==> src/source/uart_tx_pkg.sv <==
////////////////////////////////////////////////////////////
// uart transmit definitions
// fifo geometry, lcr field positions, transmitter states
// and bit timing shared by the transmit path
////////////////////////////////////////////////////////////

package uart_tx_pkg;

  ////////////////////////////////////////////////////////////
  // fifo geometry
  ////////////////////////////////////////////////////////////
  localparam int FIFO_WIDTH     = 8;   // one byte per entry
  localparam int FIFO_DEPTH     = 16;
  localparam int FIFO_POINTER_W = 4;   // wraps at depth
  localparam int FIFO_COUNTER_W = 5;   // count can reach 16

  localparam int DIVISOR_W = 16;       // baud divisor width

  ////////////////////////////////////////////////////////////
  // line control register fields
  ////////////////////////////////////////////////////////////
  localparam int LC_BITS_LO = 0;  // word length, 5..8 bits
  localparam int LC_BITS_HI = 1;
  localparam int LC_SB      = 2;  // stop select
  localparam int LC_PE      = 3;  // parity enable
  localparam int LC_EP      = 4;  // even parity
  localparam int LC_SP      = 5;  // stick parity
  localparam int LC_BC      = 6;  // break control

  // transmitter fsm
  typedef enum logic [2:0] {
    TX_IDLE        = 3'd0,
    TX_SEND_START  = 3'd1,
    TX_SEND_BYTE   = 3'd2,
    TX_SEND_PARITY = 3'd3,
    TX_SEND_STOP   = 3'd4,
    TX_POP_BYTE    = 3'd5
  } tx_state_e;

  ////////////////////////////////////////////////////////////
  // bit timing, in 16x baud enables
  ////////////////////////////////////////////////////////////
  localparam int TICKS_PER_BIT = 16;
  localparam int STOP_TICKS_1  = 13;  // plus idle and pop states
  localparam int STOP_TICKS_15 = 21;  // 5 bit words only
  localparam int STOP_TICKS_2  = 29;

endpackage

==> src/source/uart_tx_fifo.sv <==
////////////////////////////////////////////////////////////
// uart transmit fifo
// 16 x 8 circular buffer with fill count, sticky overrun,
// synchronous flush and status clear
////////////////////////////////////////////////////////////

`timescale 1ns/1ns

module uart_tx_fifo (
  input  logic                                   clk,
  input  logic                                   wb_rst_i,
  input  logic                                   push_i,
  input  logic                                   pop_i,
  input  logic                                   fifo_reset_i,    // flush
  input  logic                                   reset_status_i,  // clears overrun
  input  logic [uart_tx_pkg::FIFO_WIDTH-1:0]     data_i,
  output logic [uart_tx_pkg::FIFO_WIDTH-1:0]     data_o,
  output logic [uart_tx_pkg::FIFO_COUNTER_W-1:0] count_o,
  output logic                                   overrun_o
);

  import uart_tx_pkg::*;

  logic [FIFO_WIDTH-1:0]     mem [FIFO_DEPTH];
  logic [FIFO_POINTER_W-1:0] wr_ptr;  // next free slot
  logic [FIFO_POINTER_W-1:0] rd_ptr;  // head entry
  logic                      full;
  logic                      empty;
  logic                      do_push;
  logic                      do_pop;

  assign full    = (count_o == FIFO_COUNTER_W'(FIFO_DEPTH));
  assign empty   = (count_o == '0);
  assign do_pop  = pop_i & ~empty;
  assign do_push = push_i & (~full | do_pop);  // a pop frees the slot

  assign data_o = mem[rd_ptr];  // head shown without a read cycle

  // storage
  always_ff @(posedge clk) begin
    if (do_push) mem[wr_ptr] <= data_i;
  end

  ////////////////////////////////////////////////////////////
  // pointers and fill level
  ////////////////////////////////////////////////////////////
  always_ff @(posedge clk or posedge wb_rst_i) begin
    if (wb_rst_i) begin
      wr_ptr  <= '0;
      rd_ptr  <= '0;
      count_o <= '0;
    end else if (fifo_reset_i) begin
      wr_ptr  <= '0;
      rd_ptr  <= '0;
      count_o <= '0;
    end else begin
      if (do_push) wr_ptr <= wr_ptr + 1'b1;  // natural wrap at 16
      if (do_pop) rd_ptr <= rd_ptr + 1'b1;
      case ({do_push, do_pop})
        2'b10:   count_o <= count_o + 1'b1;
        2'b01:   count_o <= count_o - 1'b1;
        default: count_o <= count_o;  // none or both
      endcase
    end
  end

  // overrun stays set until software clears it
  always_ff @(posedge clk or posedge wb_rst_i) begin
    if (wb_rst_i) begin
      overrun_o <= 1'b0;
    end else if (fifo_reset_i | reset_status_i) begin
      overrun_o <= 1'b0;
    end else if (push_i & ~do_push) begin
      overrun_o <= 1'b1;  // byte dropped
    end
  end

  // transmitter must only pop a byte it saw queued
  a_no_pop_empty: assert property (
    @(posedge clk) disable iff (wb_rst_i) pop_i |-> !empty
  ) else $error("tx fifo popped while empty");

  a_count_bound: assert property (
    @(posedge clk) disable iff (wb_rst_i)
    count_o <= FIFO_COUNTER_W'(FIFO_DEPTH)
  ) else $error("tx fifo count above depth");

endmodule

==> src/source/uart_baud_gen.sv <==
////////////////////////////////////////////////////////////
// uart baud generator
// divisor down-counter giving a one-cycle 16x enable strobe
////////////////////////////////////////////////////////////

`timescale 1ns/1ns

module uart_baud_gen (
  input  logic                              clk,
  input  logic                              wb_rst_i,
  input  logic [uart_tx_pkg::DIVISOR_W-1:0] divisor_i,
  output logic                              enable_o
);

  import uart_tx_pkg::*;

  logic [DIVISOR_W-1:0] dl_cnt;  // clocks left to next strobe

  always_ff @(posedge clk or posedge wb_rst_i) begin
    if (wb_rst_i) begin
      dl_cnt   <= '0;
      enable_o <= 1'b0;
    end else if (divisor_i == '0) begin
      dl_cnt   <= '0;  // stopped, restarts at once on a new divisor
      enable_o <= 1'b0;
    end else if (dl_cnt <= DIVISOR_W'(1)) begin
      dl_cnt   <= divisor_i;  // new divisor picked up here
      enable_o <= 1'b1;
    end else begin
      dl_cnt   <= dl_cnt - 1'b1;
      enable_o <= 1'b0;
    end
  end

  // a strobe needs a running divisor in the cycle before
  a_no_enable_stopped: assert property (
    @(posedge clk) disable iff (wb_rst_i)
    $rose(enable_o) |-> ($past(divisor_i) != '0)
  ) else $error("baud enable rose with divisor 0");

endmodule

==> src/source/uart_transmitter.sv <==
////////////////////////////////////////////////////////////
// uart transmitter
// pops bytes from the tx fifo and sends them lsb first with
// start bit, optional parity and 1, 1.5 or 2 stop bits;
// break forces the line low
////////////////////////////////////////////////////////////

`timescale 1ns/1ns

module uart_transmitter (
  input  logic                                   clk,
  input  logic                                   wb_rst_i,
  input  logic                                   enable_i,    // 16x baud strobe
  input  logic                                   tf_push_i,
  input  logic                                   tx_reset_i,  // fifo flush
  input  logic                                   lsr_mask_i,  // overrun clear
  input  logic [7:0]                             lcr_i,
  input  logic [uart_tx_pkg::FIFO_WIDTH-1:0]     wb_dat_i,
  output logic                                   stx_pad_o,
  output uart_tx_pkg::tx_state_e                 tstate_o,
  output logic [uart_tx_pkg::FIFO_COUNTER_W-1:0] tf_count_o,
  output logic                                   tf_overrun_o
);

  import uart_tx_pkg::*;

  logic [4:0]            counter;      // ticks left in current bit
  logic [2:0]            bit_counter;  // data bits still to send
  logic [6:0]            shift_out;
  logic                  bit_out;      // bit on its way to the line
  logic                  parity_xor;
  logic                  stx_o_tmp;    // line before break gating
  logic                  tf_pop;
  logic [FIFO_WIDTH-1:0] tf_data_out;  // fifo head
  logic [1:0]            word_len;
  logic [FIFO_WIDTH-1:0] word_mask;

  uart_tx_fifo uart_tx_fifo_inst (
    .clk            (clk),
    .wb_rst_i       (wb_rst_i),
    .push_i         (tf_push_i),
    .pop_i          (tf_pop),
    .fifo_reset_i   (tx_reset_i),
    .reset_status_i (lsr_mask_i),
    .data_i         (wb_dat_i),
    .data_o         (tf_data_out),
    .count_o        (tf_count_o),
    .overrun_o      (tf_overrun_o)
  );

  assign word_len  = lcr_i[LC_BITS_HI:LC_BITS_LO];
  assign word_mask = 8'hff >> (2'd3 - word_len);  // 5 bits -> 8'h1f

  ////////////////////////////////////////////////////////////
  // frame fsm, steps on baud enables only
  ////////////////////////////////////////////////////////////
  always_ff @(posedge clk or posedge wb_rst_i) begin
    if (wb_rst_i) begin
      tstate_o    <= TX_IDLE;
      stx_o_tmp   <= 1'b1;  // line idles high
      counter     <= '0;
      bit_counter <= '0;
      shift_out   <= '0;
      bit_out     <= 1'b0;
      parity_xor  <= 1'b0;
      tf_pop      <= 1'b0;
    end else if (enable_i) begin
      unique case (tstate_o)
        TX_IDLE: begin
          stx_o_tmp <= 1'b1;
          if (tf_count_o != '0) tstate_o <= TX_POP_BYTE;
        end
        TX_POP_BYTE: begin
          tf_pop                 <= 1'b1;  // head already latched below
          bit_counter            <= 3'd4 + 3'(word_len);
          parity_xor             <= ^(tf_data_out & word_mask);
          {shift_out, bit_out}   <= tf_data_out;
          tstate_o               <= TX_SEND_START;
        end
        TX_SEND_START: begin
          tf_pop <= 1'b0;
          if (counter == '0) begin
            counter <= 5'(TICKS_PER_BIT - 1);
          end else if (counter == 5'd1) begin
            counter  <= '0;
            tstate_o <= TX_SEND_BYTE;
          end else begin
            counter <= counter - 1'b1;
          end
          stx_o_tmp <= 1'b0;
        end
        TX_SEND_BYTE: begin
          if (counter == '0) begin
            counter <= 5'(TICKS_PER_BIT - 1);
          end else if (counter == 5'd1) begin
            counter <= '0;
            if (bit_counter != '0) begin
              bit_counter <= bit_counter - 1'b1;
              bit_out     <= shift_out[0];  // next bit, lsb first
              shift_out   <= shift_out >> 1;
            end else if (!lcr_i[LC_PE]) begin
              tstate_o <= TX_SEND_STOP;  // no parity
            end else begin
              case ({lcr_i[LC_EP], lcr_i[LC_SP]})
                2'b00: bit_out <= ~parity_xor;  // odd
                2'b01: bit_out <= 1'b1;         // stick 1
                2'b10: bit_out <= parity_xor;   // even
                2'b11: bit_out <= 1'b0;         // stick 0
              endcase
              tstate_o <= TX_SEND_PARITY;
            end
          end else begin
            counter <= counter - 1'b1;
          end
          stx_o_tmp <= bit_out;
        end
        TX_SEND_PARITY: begin
          if (counter == '0) begin
            counter <= 5'(TICKS_PER_BIT - 1);
          end else if (counter == 5'd1) begin
            counter  <= '0;
            tstate_o <= TX_SEND_STOP;
          end else begin
            counter <= counter - 1'b1;
          end
          stx_o_tmp <= bit_out;
        end
        TX_SEND_STOP: begin
          if (counter == '0) begin
            if (!lcr_i[LC_SB]) counter <= 5'(STOP_TICKS_1);
            else if (word_len == 2'b00) counter <= 5'(STOP_TICKS_15);
            else counter <= 5'(STOP_TICKS_2);
          end else if (counter == 5'd1) begin
            counter  <= '0;
            tstate_o <= TX_IDLE;
          end else begin
            counter <= counter - 1'b1;
          end
          stx_o_tmp <= 1'b1;
        end
        default: tstate_o <= TX_IDLE;
      endcase
    end else begin
      tf_pop <= 1'b0;  // drop pop between enables
    end
  end

  // break wins at once, fsm keeps running underneath
  assign stx_pad_o = lcr_i[LC_BC] ? 1'b0 : stx_o_tmp;

  a_pop_single: assert property (
    @(posedge clk) disable iff (wb_rst_i) tf_pop |=> !tf_pop
  ) else $error("tx pop wider than one cycle");

  a_state_legal: assert property (
    @(posedge clk) disable iff (wb_rst_i)
    tstate_o inside {TX_IDLE, TX_SEND_START, TX_SEND_BYTE,
                     TX_SEND_PARITY, TX_SEND_STOP, TX_POP_BYTE}
  ) else $error("tx state out of range");

endmodule

==> src/source/uart_tx_top.sv <==
////////////////////////////////////////////////////////////
// uart transmit top
// baud generator feeding the transmitter and its fifo
////////////////////////////////////////////////////////////

`timescale 1ns/1ns

module uart_tx_top (
  input  logic                                   clk,
  input  logic                                   wb_rst_i,
  input  logic                                   tf_push_i,   // one byte per cycle
  input  logic                                   tx_reset_i,
  input  logic                                   lsr_mask_i,
  input  logic [7:0]                             lcr_i,
  input  logic [uart_tx_pkg::DIVISOR_W-1:0]      divisor_i,
  input  logic [uart_tx_pkg::FIFO_WIDTH-1:0]     wb_dat_i,
  output logic                                   stx_pad_o,
  output uart_tx_pkg::tx_state_e                 tstate_o,
  output logic [uart_tx_pkg::FIFO_COUNTER_W-1:0] tf_count_o,
  output logic                                   tf_overrun_o
);

  logic baud_enable;  // 16x strobe

  ////////////////////////////////////////////////////////////
  // baud rate
  ////////////////////////////////////////////////////////////
  uart_baud_gen uart_baud_gen_inst (
    .clk       (clk),
    .wb_rst_i  (wb_rst_i),
    .divisor_i (divisor_i),
    .enable_o  (baud_enable)
  );

  ////////////////////////////////////////////////////////////
  // framing and fifo
  ////////////////////////////////////////////////////////////
  uart_transmitter uart_transmitter_inst (
    .clk          (clk),
    .wb_rst_i     (wb_rst_i),
    .enable_i     (baud_enable),
    .tf_push_i    (tf_push_i),
    .tx_reset_i   (tx_reset_i),
    .lsr_mask_i   (lsr_mask_i),
    .lcr_i        (lcr_i),
    .wb_dat_i     (wb_dat_i),
    .stx_pad_o    (stx_pad_o),
    .tstate_o     (tstate_o),
    .tf_count_o   (tf_count_o),
    .tf_overrun_o (tf_overrun_o)
  );

endmodule

==> config.mk <==
export PLATFORM = sky130hd
export DESIGN_NAME = uart_tx_top
export DESIGN_NICKNAME = d
export VERILOG_FILES = /design/src/source/uart_tx_pkg.sv /design/src/source/uart_tx_fifo.sv /design/src/source/uart_baud_gen.sv /design/src/source/uart_transmitter.sv /design/src/source/uart_tx_top.sv
export SDC_FILE = /design/constraint.sdc
export NUM_CORES = 1
export LEC_CHECK = 0
export ABC_AREA = 0
export BUFFER_PORTS_ARGS = -buffer_cell sky130_fd_sc_hd__buf_2
export CORE_ASPECT_RATIO = 0.5
export CORE_MARGIN = 2
export CORE_UTILIZATION = 55
export DETAILED_ROUTE_END_ITERATION = 10
export PLACE_DENSITY = 0.84
export SETUP_SLACK_MARGIN = 0.05
export SYNTH_ARGS = -nofsm -noshare
export SYNTH_HDL_FRONTEND = slang
export SYNTH_SLANG_ARGS = --single-unit
==> constraint.sdc <==
create_clock -name clk -period 2.8 [get_ports clk]
set_input_delay 0.28 -clock clk [delete_from_list [all_inputs] [get_ports clk]]
set_output_delay 0.28 -clock clk [all_outputs]
set_load 0.01 [all_outputs]
After elaboration in Yosys (flattened, before gate mapping):

Memories as Yosys holds them, arrays and structs flattened.
Index checks and enable logic that the tools add are counted.

* logic and storage cells: 136
* memories: 1
* input bits: 37
* bits in writable memories: 128
* output and inout bits: 10
* bits in registers: 53

* reductions and logical operators: 25
* bitwise gates (word level): 10
* equality and inequality tests: 25
* order comparisons: 1
* $add $sub $neg: 9
* shift operators: 1
* multiplexer cells: 50

Memories
* uart_transmitter_inst.uart_tx_fifo_inst.mem: words 16, width 8, rd ports 1, clocked after Yosys merged registers in 0, wr ports 1, line uart_tx_fifo.sv:24 `logic [FIFO_WIDTH-1:0] mem [FIFO_DEPTH];`

Operators with widths (number)
* 2-to-1 mux 3 bit: 14
* 2-to-1 mux 16 bit: 2
* 2-to-1 mux 5 bit: 5
* 2-to-1 mux 7 bit: 3
* 2-to-1 mux 4 bit: 5
* case mux 5 bit (2 select lines): 2
* case mux 3 bit (6 select lines): 1
* <= comparator 16 x 1 -> 1 bit, second input constant: 1
* zero test 16 bit: 1
* subtractor 16 x 1 -> 16 bit, second input constant: 1
* case mux 7 bit (2 select lines): 1
* 2-to-1 mux 1 bit: 12
* inequality test 2 x 1 -> 1 bit, second input constant: 6
* AND reduction 11 bit: 1
* zero test 5 bit: 2
* inequality test 2 bit, second input constant: 5
* AND reduction 5 bit: 2
* nonzero test 2 bit: 5
* subtractor 5 x 1 -> 5 bit, second input constant: 2
* nonzero test 3 bit: 3
* adder 4 x 1 -> 4 bit, second input constant: 2
* bitwise AND 8 bit: 1
* XOR reduction 8 bit: 1
* >> shifter 8 x 2 -> 8 bit, first input constant: 1
* other kinds (26): 42

Logic depth before layout (Yosys ltp):

Gate-level depths: netlist (run 1).

* word-level depth: 9
* gate-level depth with buffers: 10
* depth with buffers taken out: 10

Cells and area by module:

A second synthesis (run 1) with hierarchy kept.

* cell total of the unflattened synthesis: 592
* area total of the unflattened synthesis: 8429.3 um^2

By module, submodules not included
* uart_tx_fifo: area an instance 5849.4 um^2, times used 1, seq. area each 4194.0 um^2, cells an instance 322
* uart_transmitter: area an instance 1550.2 um^2, times used 1, seq. area each 551.8 um^2, cells an instance 167
* uart_baud_gen: area an instance 1029.7 um^2, times used 1, seq. area each 425.4 um^2, cells an instance 103

Least setup slack after synthesis (run 1):

OpenSTA, ideal clock, no wires.

* kind: register -> register
* from: register uart_transmitter_inst.uart_tx_fifo_inst.count_o[1] in the netlist's numbering
* to: register uart_transmitter_inst.uart_tx_fifo_inst.count_o[4] in the netlist's numbering
* buffers on the path: 0
* library setup time: 0.132 ns
* stages on the path, launching flop included: 11
* data required time: 2.668 ns
* data arrival time: 2.626 ns
* setup slack: 0.042 ns
* period minus slack after synthesis: 2.758 ns
* path through: dfrtp_1 or4_1 o21ai_1 or2_2 inv_1 ha_1 a21o_1 a21oi_1 mux2i_1 xnor2_1 nor2_1

* cells in the longest elaborated chain, start to end: 8
* elaborated cells between the ends (all ways): 14
* classes of those cells: 2 x add/sub; 3 x eq/ne; 2 x mux; 5 x bitwise; 2 x reduce/logical

RTL lines
* start, declared: line uart_tx_fifo.sv:18 `output logic [uart_tx_pkg::FIFO_COUNTER_W-1:0] count_o,`
* start signal, assigned: line uart_tx_fifo.sv:60 `2'b10: count_o <= count_o + 1'b1;`
* start signal, assigned: line uart_tx_fifo.sv:61 `2'b01: count_o <= count_o - 1'b1;`
* start signal, assigned: line uart_tx_fifo.sv:62 `default: count_o <= count_o;`
* zero test 5 bit: line uart_tx_fifo.sv:33 `assign empty = (count_o == '0);`
* NOT 1 bit: line uart_tx_fifo.sv:34 `assign do_pop = pop_i & ~empty;`
* bitwise AND 1 bit: line uart_tx_fifo.sv:34
* bitwise OR 1 bit: line uart_tx_fifo.sv:35 `assign do_push = push_i & (~full | do_pop);`
* bitwise AND 1 bit: line uart_tx_fifo.sv:35
* == test 2 x 1 -> 1 bit or == test 2 bit (tied branches): line uart_tx_fifo.sv:59 `case ({do_push, do_pop})`
* case mux 5 bit (2 select lines): line uart_tx_fifo.sv:59
* 2-to-1 mux 5 bit: line uart_tx_fifo.sv:52 `end else if (fifo_reset_i) begin`

Parallel ways exist; a longest one is shown, timed or not.
A chain may end at the register's enable or synchronous reset.

Final worst setup path (run 1):

* from: register uart_transmitter_inst.uart_tx_fifo_inst.rd_ptr[0]
* to: register uart_transmitter_inst.parity_xor

* cells in the longest elaborated chain, start to end: 3

RTL lines
* start, declared: line uart_tx_fifo.sv:26 `logic [FIFO_POINTER_W-1:0] rd_ptr;`
* start signal, assigned: line uart_tx_fifo.sv:58 `if (do_pop) rd_ptr <= rd_ptr + 1'b1;`
* memory read (16 x 8 bit)
* bitwise AND 8 bit: line uart_transmitter.sv:76 `parity_xor <= ^(tf_data_out & word_mask);`
* XOR reduction 8 bit: line uart_transmitter.sv:76
* end signal, assigned: line uart_transmitter.sv:76
* end, declared: line uart_transmitter.sv:31 `logic parity_xor;`

No other way between the ends.

==> reports/qor.yml, run 1 <==
outcome: "finished, violations left"
violations: "negative setup slack"
seq_power_share_pct: 51.2
start_util_pct: 56.4
required_ns: 3.12
power.leakage_nw: 3.59
grt_pass1_wl_mm: 29.2
end_kind: "flop"
cts_buffer_depth: 2
viasPerCell: 6.18
clock-sinks: 181
reg2reg_depth: 10
slew_headroom_pct: 43.9
combPwrFrac_pct: 7.6
finalHoldViolCount: 0
synth.area.top_cells: "edfxtp_1 47%, dfrtp_1 16%, mux4_1 5.8%"
worstPathCellList: "buf_6, mux4_2, a22o_1, a221oi_2, buf_4, xor2_4, xnor2_2, buf_4, xnor3_1, mux2_2"
hold_path_class: "input port to flop"
min_period_over_period_pct: 107
grt_max_degree: 35
syn_avg_cell_area_um2: 14.2
syn_area_um2: 8160
dp_hpwl_mm: 11.0
yosysTopAreaCellShare_pct: 47.1
sw_frac_of_total_pct: 25.1
min_delay_path_depth: 3
setup_viol: 1
slew_violations: 0
antenna_found_initial: 1
yosysTopAreaCell: "edfxtp_1"
r2r_slack_ns: -0.20
cpMostUsedCell: "buf_4"
crit_fanout: 7
ys_warn_count: 0
whs_endpoint: "uart_baud_gen_inst.dl_cnt[7]"
fin_ws_ns: -0.196
cts_tree: "built"
place_ws_ns: -0.186
rows: 31
drc_errors: 0
cap_violations: 0
finalCriticalPeriod_ns: 3.00
place_congestion: 0.829
routed_wl_mm: 19.8
yosysUniqueCellTypes: 55
intPower_mw: 4.47
setup_tns_ns: -0.196
path_depth: 10
powerDensity_nw_per_um2: 627
clock.fmax_ghz: 0.334
routedWlPerCell_um: 22.9
dieArea_um2: 15900
drive_gt1_share_pct: 24.5
dr.pass1.iters: 5
synth_edf_count: 128
tightest_slew_ns: 0.840
synth_ff_type: "edfxtp_1"
nFillCells: 927
synthCells: 575
worstSetupStartpointType: "flop"
slowest_delay_ns: 0.52
clockRootBuffer: "clkbuf_16"
cp_top_family: "multiplexers"
area.growth.synth_to_final_pct: 16.8
worstSkewPairLatency_ns: 0.44
diodes: 0
ctsHtreeMaxLevel: 4
p_clk_share_pct: 41.2
ys_seq_area_share_pct: 63.4
p_switching_mw: 1.50
fin_nets: 706
die_w_um: 176
initialDrtViolationCount: 703
ys_ff_latch: 181
worst_ep_arrival_time_ns: 3.32
grt_pass1_vias: 5302
grt_usage_pct: 24.8
path_clk_slew_ns: 0.08
finClkSkew_ns: 0.00908
rr_endpoint: "uart_transmitter_inst.parity_xor"
async_flop_share_pct: 29.3
core_area_um2: 14500
slowest_stage: "dfrtp_2"
vdd_drop_max_mv: 0.518
grt_setup_unrepaired: "true"
syn-num-nets: 628
io_pins: 47
die_y_um: 90.1
numCtsBuffers: 17
critPathKind: "flop to flop"
path_buf_inv: 3
port_buffers: 45
grt_overflow: 0
ant_nets: 0
min-delay-start: "divisor_i[7]"
vias: 5332
-- area by class of cell --
| class | count | area [um^2] | area share (%) |
|---|---|---|---|
| repair buffers | 84 | 601 | 6.30 |
| inverters | 20 | 75.1 | 0.788 |
| clock buffers | 17 | 425 | 4.46 |
| multi-input cells | 349 | 2830 | 29.7 |
| well taps | 198 | 248 | 2.60 |
| flip-flops and latches | 181 | 5170 | 54.3 |
| clock inverters | 14 | 176 | 1.85 |
-- stage by stage --
step	utilization (%)	power, mW	area (um^2)	hold slack, ns	cells
2_1_floorplan	-	3.37	8160	0.351	575
3_3_place_gp	60.4	3.50	8740	0.436	821
3_5_place_dp	60.4	3.52	8740	0.442	821
4_1_cts	65.6	5.93	9500	0.127	862
5_1_grt	65.9	6.13	9530	0.156	863
6_report	65.9	5.97	9530	0.135	863
-- sequential cells by signal (all words and copies together) (netlist names) --
name,flops
uart_transmitter_inst.uart_tx_fifo_inst.mem,128
uart_baud_gen_inst.dl_cnt,16
uart_transmitter_inst.shift_out,7
uart_transmitter_inst.counter,5
uart_transmitter_inst.uart_tx_fifo_inst.count_o,5
uart_transmitter_inst.uart_tx_fifo_inst.rd_ptr,4
uart_transmitter_inst.uart_tx_fifo_inst.wr_ptr,4
uart_transmitter_inst.bit_counter,3
uart_transmitter_inst.tstate_o,3
uart_baud_gen_inst.enable_o,1
uart_transmitter_inst.bit_out,1
uart_transmitter_inst.parity_xor,1
uart_transmitter_inst.stx_o_tmp,1
uart_transmitter_inst.tf_pop,1
uart_transmitter_inst.uart_tx_fifo_inst.overrun_o,1
-- power groups by stage --
stage	Combinational (mW)	Sequential, mW	Clock (mW)
after floorplan	0.273	3.09	0
after global placement	0.395	3.10	0
after detailed placement	0.416	3.11	0
after CTS	0.435	3.05	2.44
after global routing	0.503	3.07	2.56
final	0.456	3.06	2.46
-- logic make-up (layout without fill, tap and decap cells) --
family / after synthesis / after routing / synth area share [%]
AND/OR/NAND/NOR: 170 / 170 / 9.90
flip-flops: 181 / 181 / 63.4
buffers and inverters: 45 / 135 / 2.50
multiplexers: 43 / 43 / 11.1
AO/OA/AOI/OAI: 91 / 91 / 7.26
XOR/XNOR: 29 / 29 / 3.28
adder cells (fa/ha/maj): 16 / 16 / 2.55
-- worst max-delay path by stage --
stage / start / end / slack, ns
finish: flop / uart_transmitter_inst.parity_xor / -0.20
global route: flop / uart_transmitter_inst.parity_xor / -0.24
CTS: flop / uart_transmitter_inst.parity_xor / -0.006
detailed placement: flop / uart_transmitter_inst.parity_xor / -0.19
global placement: flop / uart_transmitter_inst.parity_xor / -0.06
floorplan: flop / flop / 0.14
-- layout by cell type, fill, tap and decap left out, types with 15 or more instances in the layout --
master | Yosys | layout
nand2_1 | 44 | 41
clkbuf_16 | 0 | 17
inv_1 | 20 | 19
xnor2_1 | 19 | 17
dfrtp_1 | 52 | 49
buf_2 | 3 | 45
ha_1 | 15 | 15
o21ai_0 | 19 | 19
edfxtp_1 | 128 | 128
and2_1 | 20 | 20
nor2_1 | 55 | 54
mux4_2 | 14 | 22
buf_4 | 2 | 30
a21oi_1 | 23 | 22
-- synth_stat cells (2+ instances only) --
| master | n |
|---|---|
| edfxtp_1 | 128 |
| nor2_1 | 55 |
| dfrtp_1 | 52 |
| nand2_1 | 44 |
| a21oi_1 | 23 |
| and2_1 | 20 |
| inv_1 | 20 |
| o21ai_0 | 19 |
| xnor2_1 | 19 |
| mux4_1 | 18 |
| clkbuf_1 | 15 |
| ha_1 | 15 |
| mux4_2 | 14 |
| a211oi_1 | 10 |
| a31oi_1 | 9 |
| nor3_1 | 9 |
| nor4_1 | 9 |
| xor2_1 | 9 |
| a22oi_1 | 8 |
| nand3_1 | 8 |
| nor2b_1 | 7 |
| mux2_2 | 6 |
| mux2i_1 | 5 |
| a21o_1 | 3 |
| a22o_1 | 3 |
| and3_1 | 3 |
| buf_1 | 3 |
| buf_2 | 3 |
| nand2b_1 | 3 |
| o31a_1 | 3 |
| a22oi_2 | 2 |
| a311oi_1 | 2 |
| buf_4 | 2 |
| nand4_1 | 2 |
| nor3b_1 | 2 |
| or3_1 | 2 |
| or4_1 | 2 |
-- tightest hold or removal path: stages --
cell     delay, ns
buf_2         0.09
nor2_1        0.05
a21oi_1       0.10
-- what timing repair did --
action	in CTS	in global routing
gates resized for setup	23	9
endpoints found under the setup margin	1	3
pin swaps	9	2
hold buffers	2	0
setup buffers	7	1
endpoints found under the hold margin	22	0
cloned	1	0
-- metal layers --
layer | vias up | share of wire (%) | track usage [%]
met2 | 308 | 49 | 41.2
met5 | - | 0.066 | 0
li1 | 2318 | - | -
met3 | 58 | 9.0 | 5.75
met4 | 2 | 3.3 | 11.7
met1 | 2646 | 39 | 31.0
Power figures use the tool's default switching activity.
==> run 2: changes to the inputs <==
Settings changed: CELL_PAD_IN_SITES_DETAIL_PLACEMENT from default to 1, CELL_PAD_IN_SITES_GLOBAL_PLACEMENT from default to 1, CORE_UTILIZATION 55 to 46.
Clock period 2.8 ns to 2.4 ns, I/O delays scaled along.
==> reports/qor.yml, run 2 (synthesized netlist as in run 1, its figures left out) <==
setup_viol: 2  # +1
power.leakage_nw: 3.72  # +3.8%
crit_fanout: 4  # -3
core_area_um2: 17400  # +20%
finalCriticalPeriod_ns: 2.65  # -0.345 ns
die_y_um: 98.2  # +8.9%
io_pins: 47  # unchanged
grt_max_degree: 30  # -14%
fin_ws_ns: -0.250  # -0.0545 ns
powerDensity_nw_per_um2: 706  # +13%
worstSkewPairLatency_ns: 0.44  # about the same
grt_pass1_wl_mm: 33.0  # +13%
drive_gt1_share_pct: 32.0  # +7.5 points
clockRootBuffer: "clkbuf_16"
top_register: "uart_transmitter_inst.uart_tx_fifo_inst.mem"
fin_nets: 722  # +2.3%
cts_tree: "built"
dr.pass1.iters: 4  # -1
dp_hpwl_mm: 14.4  # +31%
grt_setup_unrepaired: "true"
clock.fmax_ghz: 0.377  # +13%
vdd_drop_max_mv: 0.464  # -10%
dpl_cell_area_um2: 9060  # +3.7%
ant_nets: 0  # unchanged
reg_top3: "uart_transmitter_inst.uart_tx_fifo_inst.mem x128, uart_baud_gen_inst.dl_cnt x16, uart_transmitter_inst.shift_out x7"
die_w_um: 192  # +9.1%
grt_usage_pct: 23.9  # -0.90 points
area.growth.synth_to_final_pct: 21.6
slowest_delay_ns: 0.50  # -0.02 ns
start_util_pct: 47.0  # -9.4 points
required_ns: 2.73  # -0.39 ns
stdcell_area_um2: 9910  # +4.0%
worstSetupStartpointType: "flop"
final_common_cell: "edfxtp_1"
vias: 5275  # -1.1%
cts_buffer_depth: 2  # unchanged
initialDrtViolationCount: 462  # -34%
routed_wl_mm: 21.3  # +7.4%
finalHoldViolCount: 0  # unchanged
tightest_slew_ns: 0.636  # -0.204 ns
layout_common_cells: "128 x edfxtp_1, 52 x nor2_1, 49 x dfrtp_1, 45 x buf_2, 42 x buf_4"
numCtsBuffers: 17  # unchanged
place_congestion: 0.794  # -4.3%
hold_path_class: "input port to flop"
viasPerCell: 5.76  # -6.8%
slew_headroom_pct: 57.5  # +14 points
violations: "negative setup slack"
critPathKind: "flop to flop"
dieArea_um2: 18900  # +19%
min_period_over_period_pct: 110  # +3.4 points
rows: 34  # +9.7%
path_clk_slew_ns: 0.08  # about the same
grt_overflow: 0  # unchanged
fin_util_pct: 57.1  # -8.8 points
grt_pass1_vias: 5741  # +8.3%
finClkSkew_ns: 0.0131  # +0.00398 ns
clock-sinks: 181  # unchanged
end_kind: "flop"
worstPathCellList: "buf_4, mux4_2, a22o_1, a221oi_4, xor2_2, xnor2_2, xnor3_1, mux2_2"
setup_tns_ns: -0.270  # -0.0741 ns
outcome: "finished, violations left"
drc_errors: 0  # unchanged
diodes: 0  # unchanged
port_buffers: 45  # unchanged
cap_violations: 0  # unchanged
nFillCells: 1668  # +80%
slowest_stage: "mux4_2"
routedWlPerCell_um: 23.2  # +1.2%
largest_reg_flops: 128  # unchanged
slew_violations: 0  # unchanged
worst_ep_arrival_time_ns: 2.98  # -0.34 ns
ctsHtreeMaxLevel: 4  # unchanged
antenna_found_initial: 0  # -1
[run 2: cell types whose count changed in the layout (fill, tap and decap cells not counted), moves of 3 or more]
cell / before / now
nand2_1: 41 / 38
inv_8: 7 / 3
a211oi_1: 10 / 6
buf_6: 2 / 5
mux4_1: 10 / 16
nand2_2: 3 / 6
mux4_2: 22 / 16
and2_4: 0 / 17
a211oi_2: 0 / 4
buf_4: 30 / 42
and2_1: 20 / 3
[run 2: path summary, 6_finish.rpt]
| check | startpoint | endpoint | slack (ns) | cells after the start |
|---|---|---|---|---|
| worst max-delay path | flop | uart_transmitter_inst.parity_xor | -0.25 | 8 |
| worst min-delay path | divisor_i[7] | uart_baud_gen_inst.dl_cnt[7] | 0.09 | 3 |
| worst max register to register | flop | uart_transmitter_inst.parity_xor | -0.25 | 8 |
| worst min register to register | uart_transmitter_inst.bit_counter[0] | uart_transmitter_inst.bit_counter[0] | 0.49 | 1 |
| max in group asynchronous | wb_rst_i | uart_transmitter_inst.stx_o_tmp | 1.30 | 4 |
| min in group asynchronous | wb_rst_i | asynchronous set/reset pin | 0.43 | 3 |
[run 2: layer usage]
layer | wire length (um) | global-route usage [%] | vias up
li1 | - | - | 2365
met1 | 9130 | 31.2 | 2718
met2 | 10500 | 39.3 | 152
met3 | 1050 | 4.49 | 40
met4 | 541 | 10.5 | 0
met5 | 0 | 0 | -
[run 2: final cells by class]
cell class	instances	area (um^2)	area share, %
Clock inverter	15	175	1.77
Inverter	20	77.6	0.783
Multi-Input combinational cell	349	3030	30.6
Timing Repair Buffer	100	737	7.43
Clock buffer	17	425	4.29
Tap cell	234	293	2.95
Sequential cell	181	5170	52.2
[run 2: critical path, delay by kind of cell, from the launching register on]
family                    cells  cell delay, ns
muxes                         2            0.77
xor gates and xnor gates      3            0.66
AOI/OAI and AO/OA             2            0.54
DFF                           1            0.43
buffers and inverters         1            0.15
[run 2: what timing repair did]
action                     CTS  global route
pin swaps                   13             1
setup endpoints to repair  150           136
resized for setup           41            26
buffers inserted             3             1
hold buffers                 2             0
hold endpoints to repair    25             0
[run 2: power by group]
| group | internal [mW] | switching, mW |
|---|---|---|
| clock | 1.41 | 1.40 |
| combinational | 0.286 | 0.335 |
| sequential | 3.47 | 0.0980 |
[run 2: per-stage QoR]
stage,setup WS [ns],instances,hold slack (ns),power (mW)
5_1_grt,-0.336,916,0.102,7.20
2_1_floorplan,-0.0684,575,0.311,3.93
3_3_place_gp,-0.220,878,0.345,4.13
3_5_place_dp,-0.393,878,0.355,4.19
4_1_cts,-0.255,915,0.0863,7.00
6_report,-0.250,916,0.0888,7.00
==> run 3: changes to the inputs <==
==> constraint.sdc (replaced) <==
create_clock -name clk -period 2.4 [get_ports clk]
set_input_delay 0.48 -clock clk [delete_from_list [all_inputs] [get_ports clk]]
set_output_delay 0.48 -clock clk [all_outputs]
set_load 0.01 [all_outputs]
==> reports/qor.yml, run 3 (synthesized netlist as in run 1, its figures left out) <==
critPathKind: "flop to flop"
worst_ep_arrival_time_ns: 2.94  # -0.04 ns
slew_headroom_pct: 51.6  # -6.0 points
area.growth.synth_to_final_pct: 21.6  # about the same
slowest_delay_ns: 0.50  # about the same
grt_setup_unrepaired: "true"
dieArea_um2: 18900  # unchanged
grt_pass1_vias: 5688  # -0.92%
violations: "negative setup slack"
worstSkewPairLatency_ns: 0.44  # about the same
cts_buffer_depth: 2  # unchanged
grt_pass1_wl_mm: 32.8  # -0.55%
cap_violations: 0  # unchanged
worstSetupStartpointType: "flop"
tightest_slew_ns: 0.725  # +0.0891 ns
finalCriticalPeriod_ns: 2.62  # -0.0336 ns
fin_ws_ns: -0.217  # +0.0336 ns
largest_reg_flops: 128  # unchanged
use_met1_pct: 30.5  # -0.72 points
cts_tree: "built"
diodes: 0  # unchanged
path_clk_slew_ns: 0.08  # about the same
numCtsBuffers: 17  # unchanged
place_ws_ns: -0.400  # -0.00768 ns
dr.pass1.iters: 4  # unchanged
vdd_drop_max_mv: 0.396  # -15%
sw_frac_of_total_pct: 25.3  # -0.83 points
power.leakage_nw: 3.72  # about the same
top_register: "uart_transmitter_inst.uart_tx_fifo_inst.mem"
vias: 5326  # +0.97%
outcome: "finished, violations left"
top_usage_layer: "met2"
fin_nets: 729  # +0.97%
drc_errors: 0  # unchanged
grt_overflow: 0  # unchanged
seq_power_share_pct: 51.9  # +0.9 points
reg_top3: "uart_transmitter_inst.uart_tx_fifo_inst.mem x128, uart_baud_gen_inst.dl_cnt x16, uart_transmitter_inst.shift_out x7"
ctsHtreeMaxLevel: 4  # unchanged
start_util_pct: 47.0  # unchanged
min_period_over_period_pct: 109  # -1.4 points
drive_gt1_share_pct: 33.8  # +1.9 points
finalHoldViolCount: 0  # unchanged
grt.met3_usage_pct: 5.14  # +0.65 points
slew_violations: 0  # unchanged
finClkSkew_ns: 0.0125  # -0.000602 ns
final_common_cell: "edfxtp_1"
stdcell_area_um2: 9910  # about the same
ctsHoldBuffers: 0  # -2
die_y_um: 98.2  # unchanged
met2_usage_pct: 39.0  # -0.36 points
grt_usage_pct: 23.6  # -0.23 points
p_switching_mw: 1.74  # -4.9%
intPower_mw: 5.13  # -0.68%
layout_common_cells: "128 x edfxtp_1, 52 x nor2_1, 51 x buf_4, 50 x dfrtp_1, 45 x buf_2"
viasPerCell: 5.77  # +0.20%
routed_wl_mm: 21.1  # -0.53%
port_buffers: 45  # unchanged
rows: 34  # unchanged
dp_hpwl_mm: 14.6  # +1.5%
setup_viol: 2  # unchanged
dpl_cell_area_um2: 9110  # +0.55%
end_kind: "flop"
hold_path_class: "input port to asynchronous set/reset pin"
routedWlPerCell_um: 22.9  # -1.3%
cp_top_family: "multiplexers"
clockRootBuffer: "clkbuf_16"
slowest_stage: "mux4_2"
powerDensity_nw_per_um2: 693  # -1.8%
initialDrtViolationCount: 344  # -26%
grt_max_degree: 28  # -6.7%
worstPathCellList: "buf_12, mux4_2, mux2_4, mux2i_1, buf_4, nor2_1, xnor2_1, xnor3_1, mux2_2"
antenna_found_initial: 0  # unchanged
crit_fanout: 10  # +6
place_congestion: 0.806  # +1.6%
clock.fmax_ghz: 0.382  # +1.3%
die_w_um: 192  # unchanged
core_area_um2: 17400  # unchanged
path_buf_inv: 2  # +1
ant_nets: 0  # unchanged
combPwrFrac_pct: 9.0  # about the same
io_pins: 47  # unchanged
required_ns: 2.73  # about the same
clock-sinks: 181  # unchanged
p_clk_share_pct: 39.1  # -1.1 points
## run 3: cell types whose count changed in the layout (fill, tap and decap cells not counted), moves of 4 or more
cell	before	now
buf_4	42	51
mux4_1	16	8
mux4_2	16	24
inv_6	5	1
## run 3: layer usage
| layer | share of wire, % | vias to the layer above |
|---|---|---|
| met5 | 0 | - |
| met4 | 2.9 | 0 |
| met3 | 5.3 | 50 |
| met2 | 50 | 167 |
| met1 | 42 | 2744 |
| li1 | - | 2365 |
## run 3: path summary, 6_finish.rpt
| path | startpoint | endpoint | slack [ns] | cells after the start |
|---|---|---|---|---|
| worst max register to register | flop | uart_transmitter_inst.parity_xor | -0.22 | 9 |
| worst min register to register | uart_transmitter_inst.bit_counter[0] | uart_transmitter_inst.bit_counter[0] | 0.50 | 1 |
| min in group clk | lsr_mask_i | flop | 0.19 | 2 |
| worst max-delay path | flop | uart_transmitter_inst.parity_xor | -0.22 | 9 |
| max in group asynchronous | wb_rst_i | uart_transmitter_inst.stx_o_tmp | 1.61 | 3 |
| worst min-delay path | wb_rst_i | asynchronous set/reset pin | 0.14 | 2 |
## run 3: stage by stage
stage	TNS [ns]	power (mW)	hold WS, ns	util (%)	cells
floorplan	-0.134	3.93	0.451	-	575
global placement	-0.719	4.12	0.474	52.5	883
detailed placement	-3.97	4.18	0.492	52.5	883
CTS	-0.297	6.84	0.159	56.3	920
global route	-0.494	7.09	0.179	57.1	923
finish	-0.250	6.88	0.137	57.1	923
## run 3: repair_timing
action | CTS | global route
buffers inserted | 5 | 3
endpoints found under the setup margin | 144 | 70
pin swaps | 12 | 5
resized for setup | 39 | 33
gates cloned | 0 | 0
## run 3: power groups by stage
| stage | clock (mW) | combinational [mW] | sequential (mW) |
|---|---|---|---|
| 2_1_floorplan | 0 | 0.323 | 3.61 |
| 3_3_place_gp | 0 | 0.510 | 3.61 |
| 4_1_cts | 2.71 | 0.568 | 3.56 |
| 3_5_place_dp | 0 | 0.550 | 3.63 |
| 5_1_grt | 2.83 | 0.683 | 3.58 |
| 6_report | 2.69 | 0.621 | 3.57 |
## run 3: cell type report
| class | instances | area, um^2 |
|---|---|---|
| clock inverter | 15 | 139 |
| inverter | 20 | 77.6 |
| tap | 234 | 293 |
| clock buffer | 17 | 425 |
| timing repair buffer | 107 | 793 |
| sequential | 181 | 5170 |
| fill | 1672 | 7440 |
| multi-input combinational | 349 | 3010 |
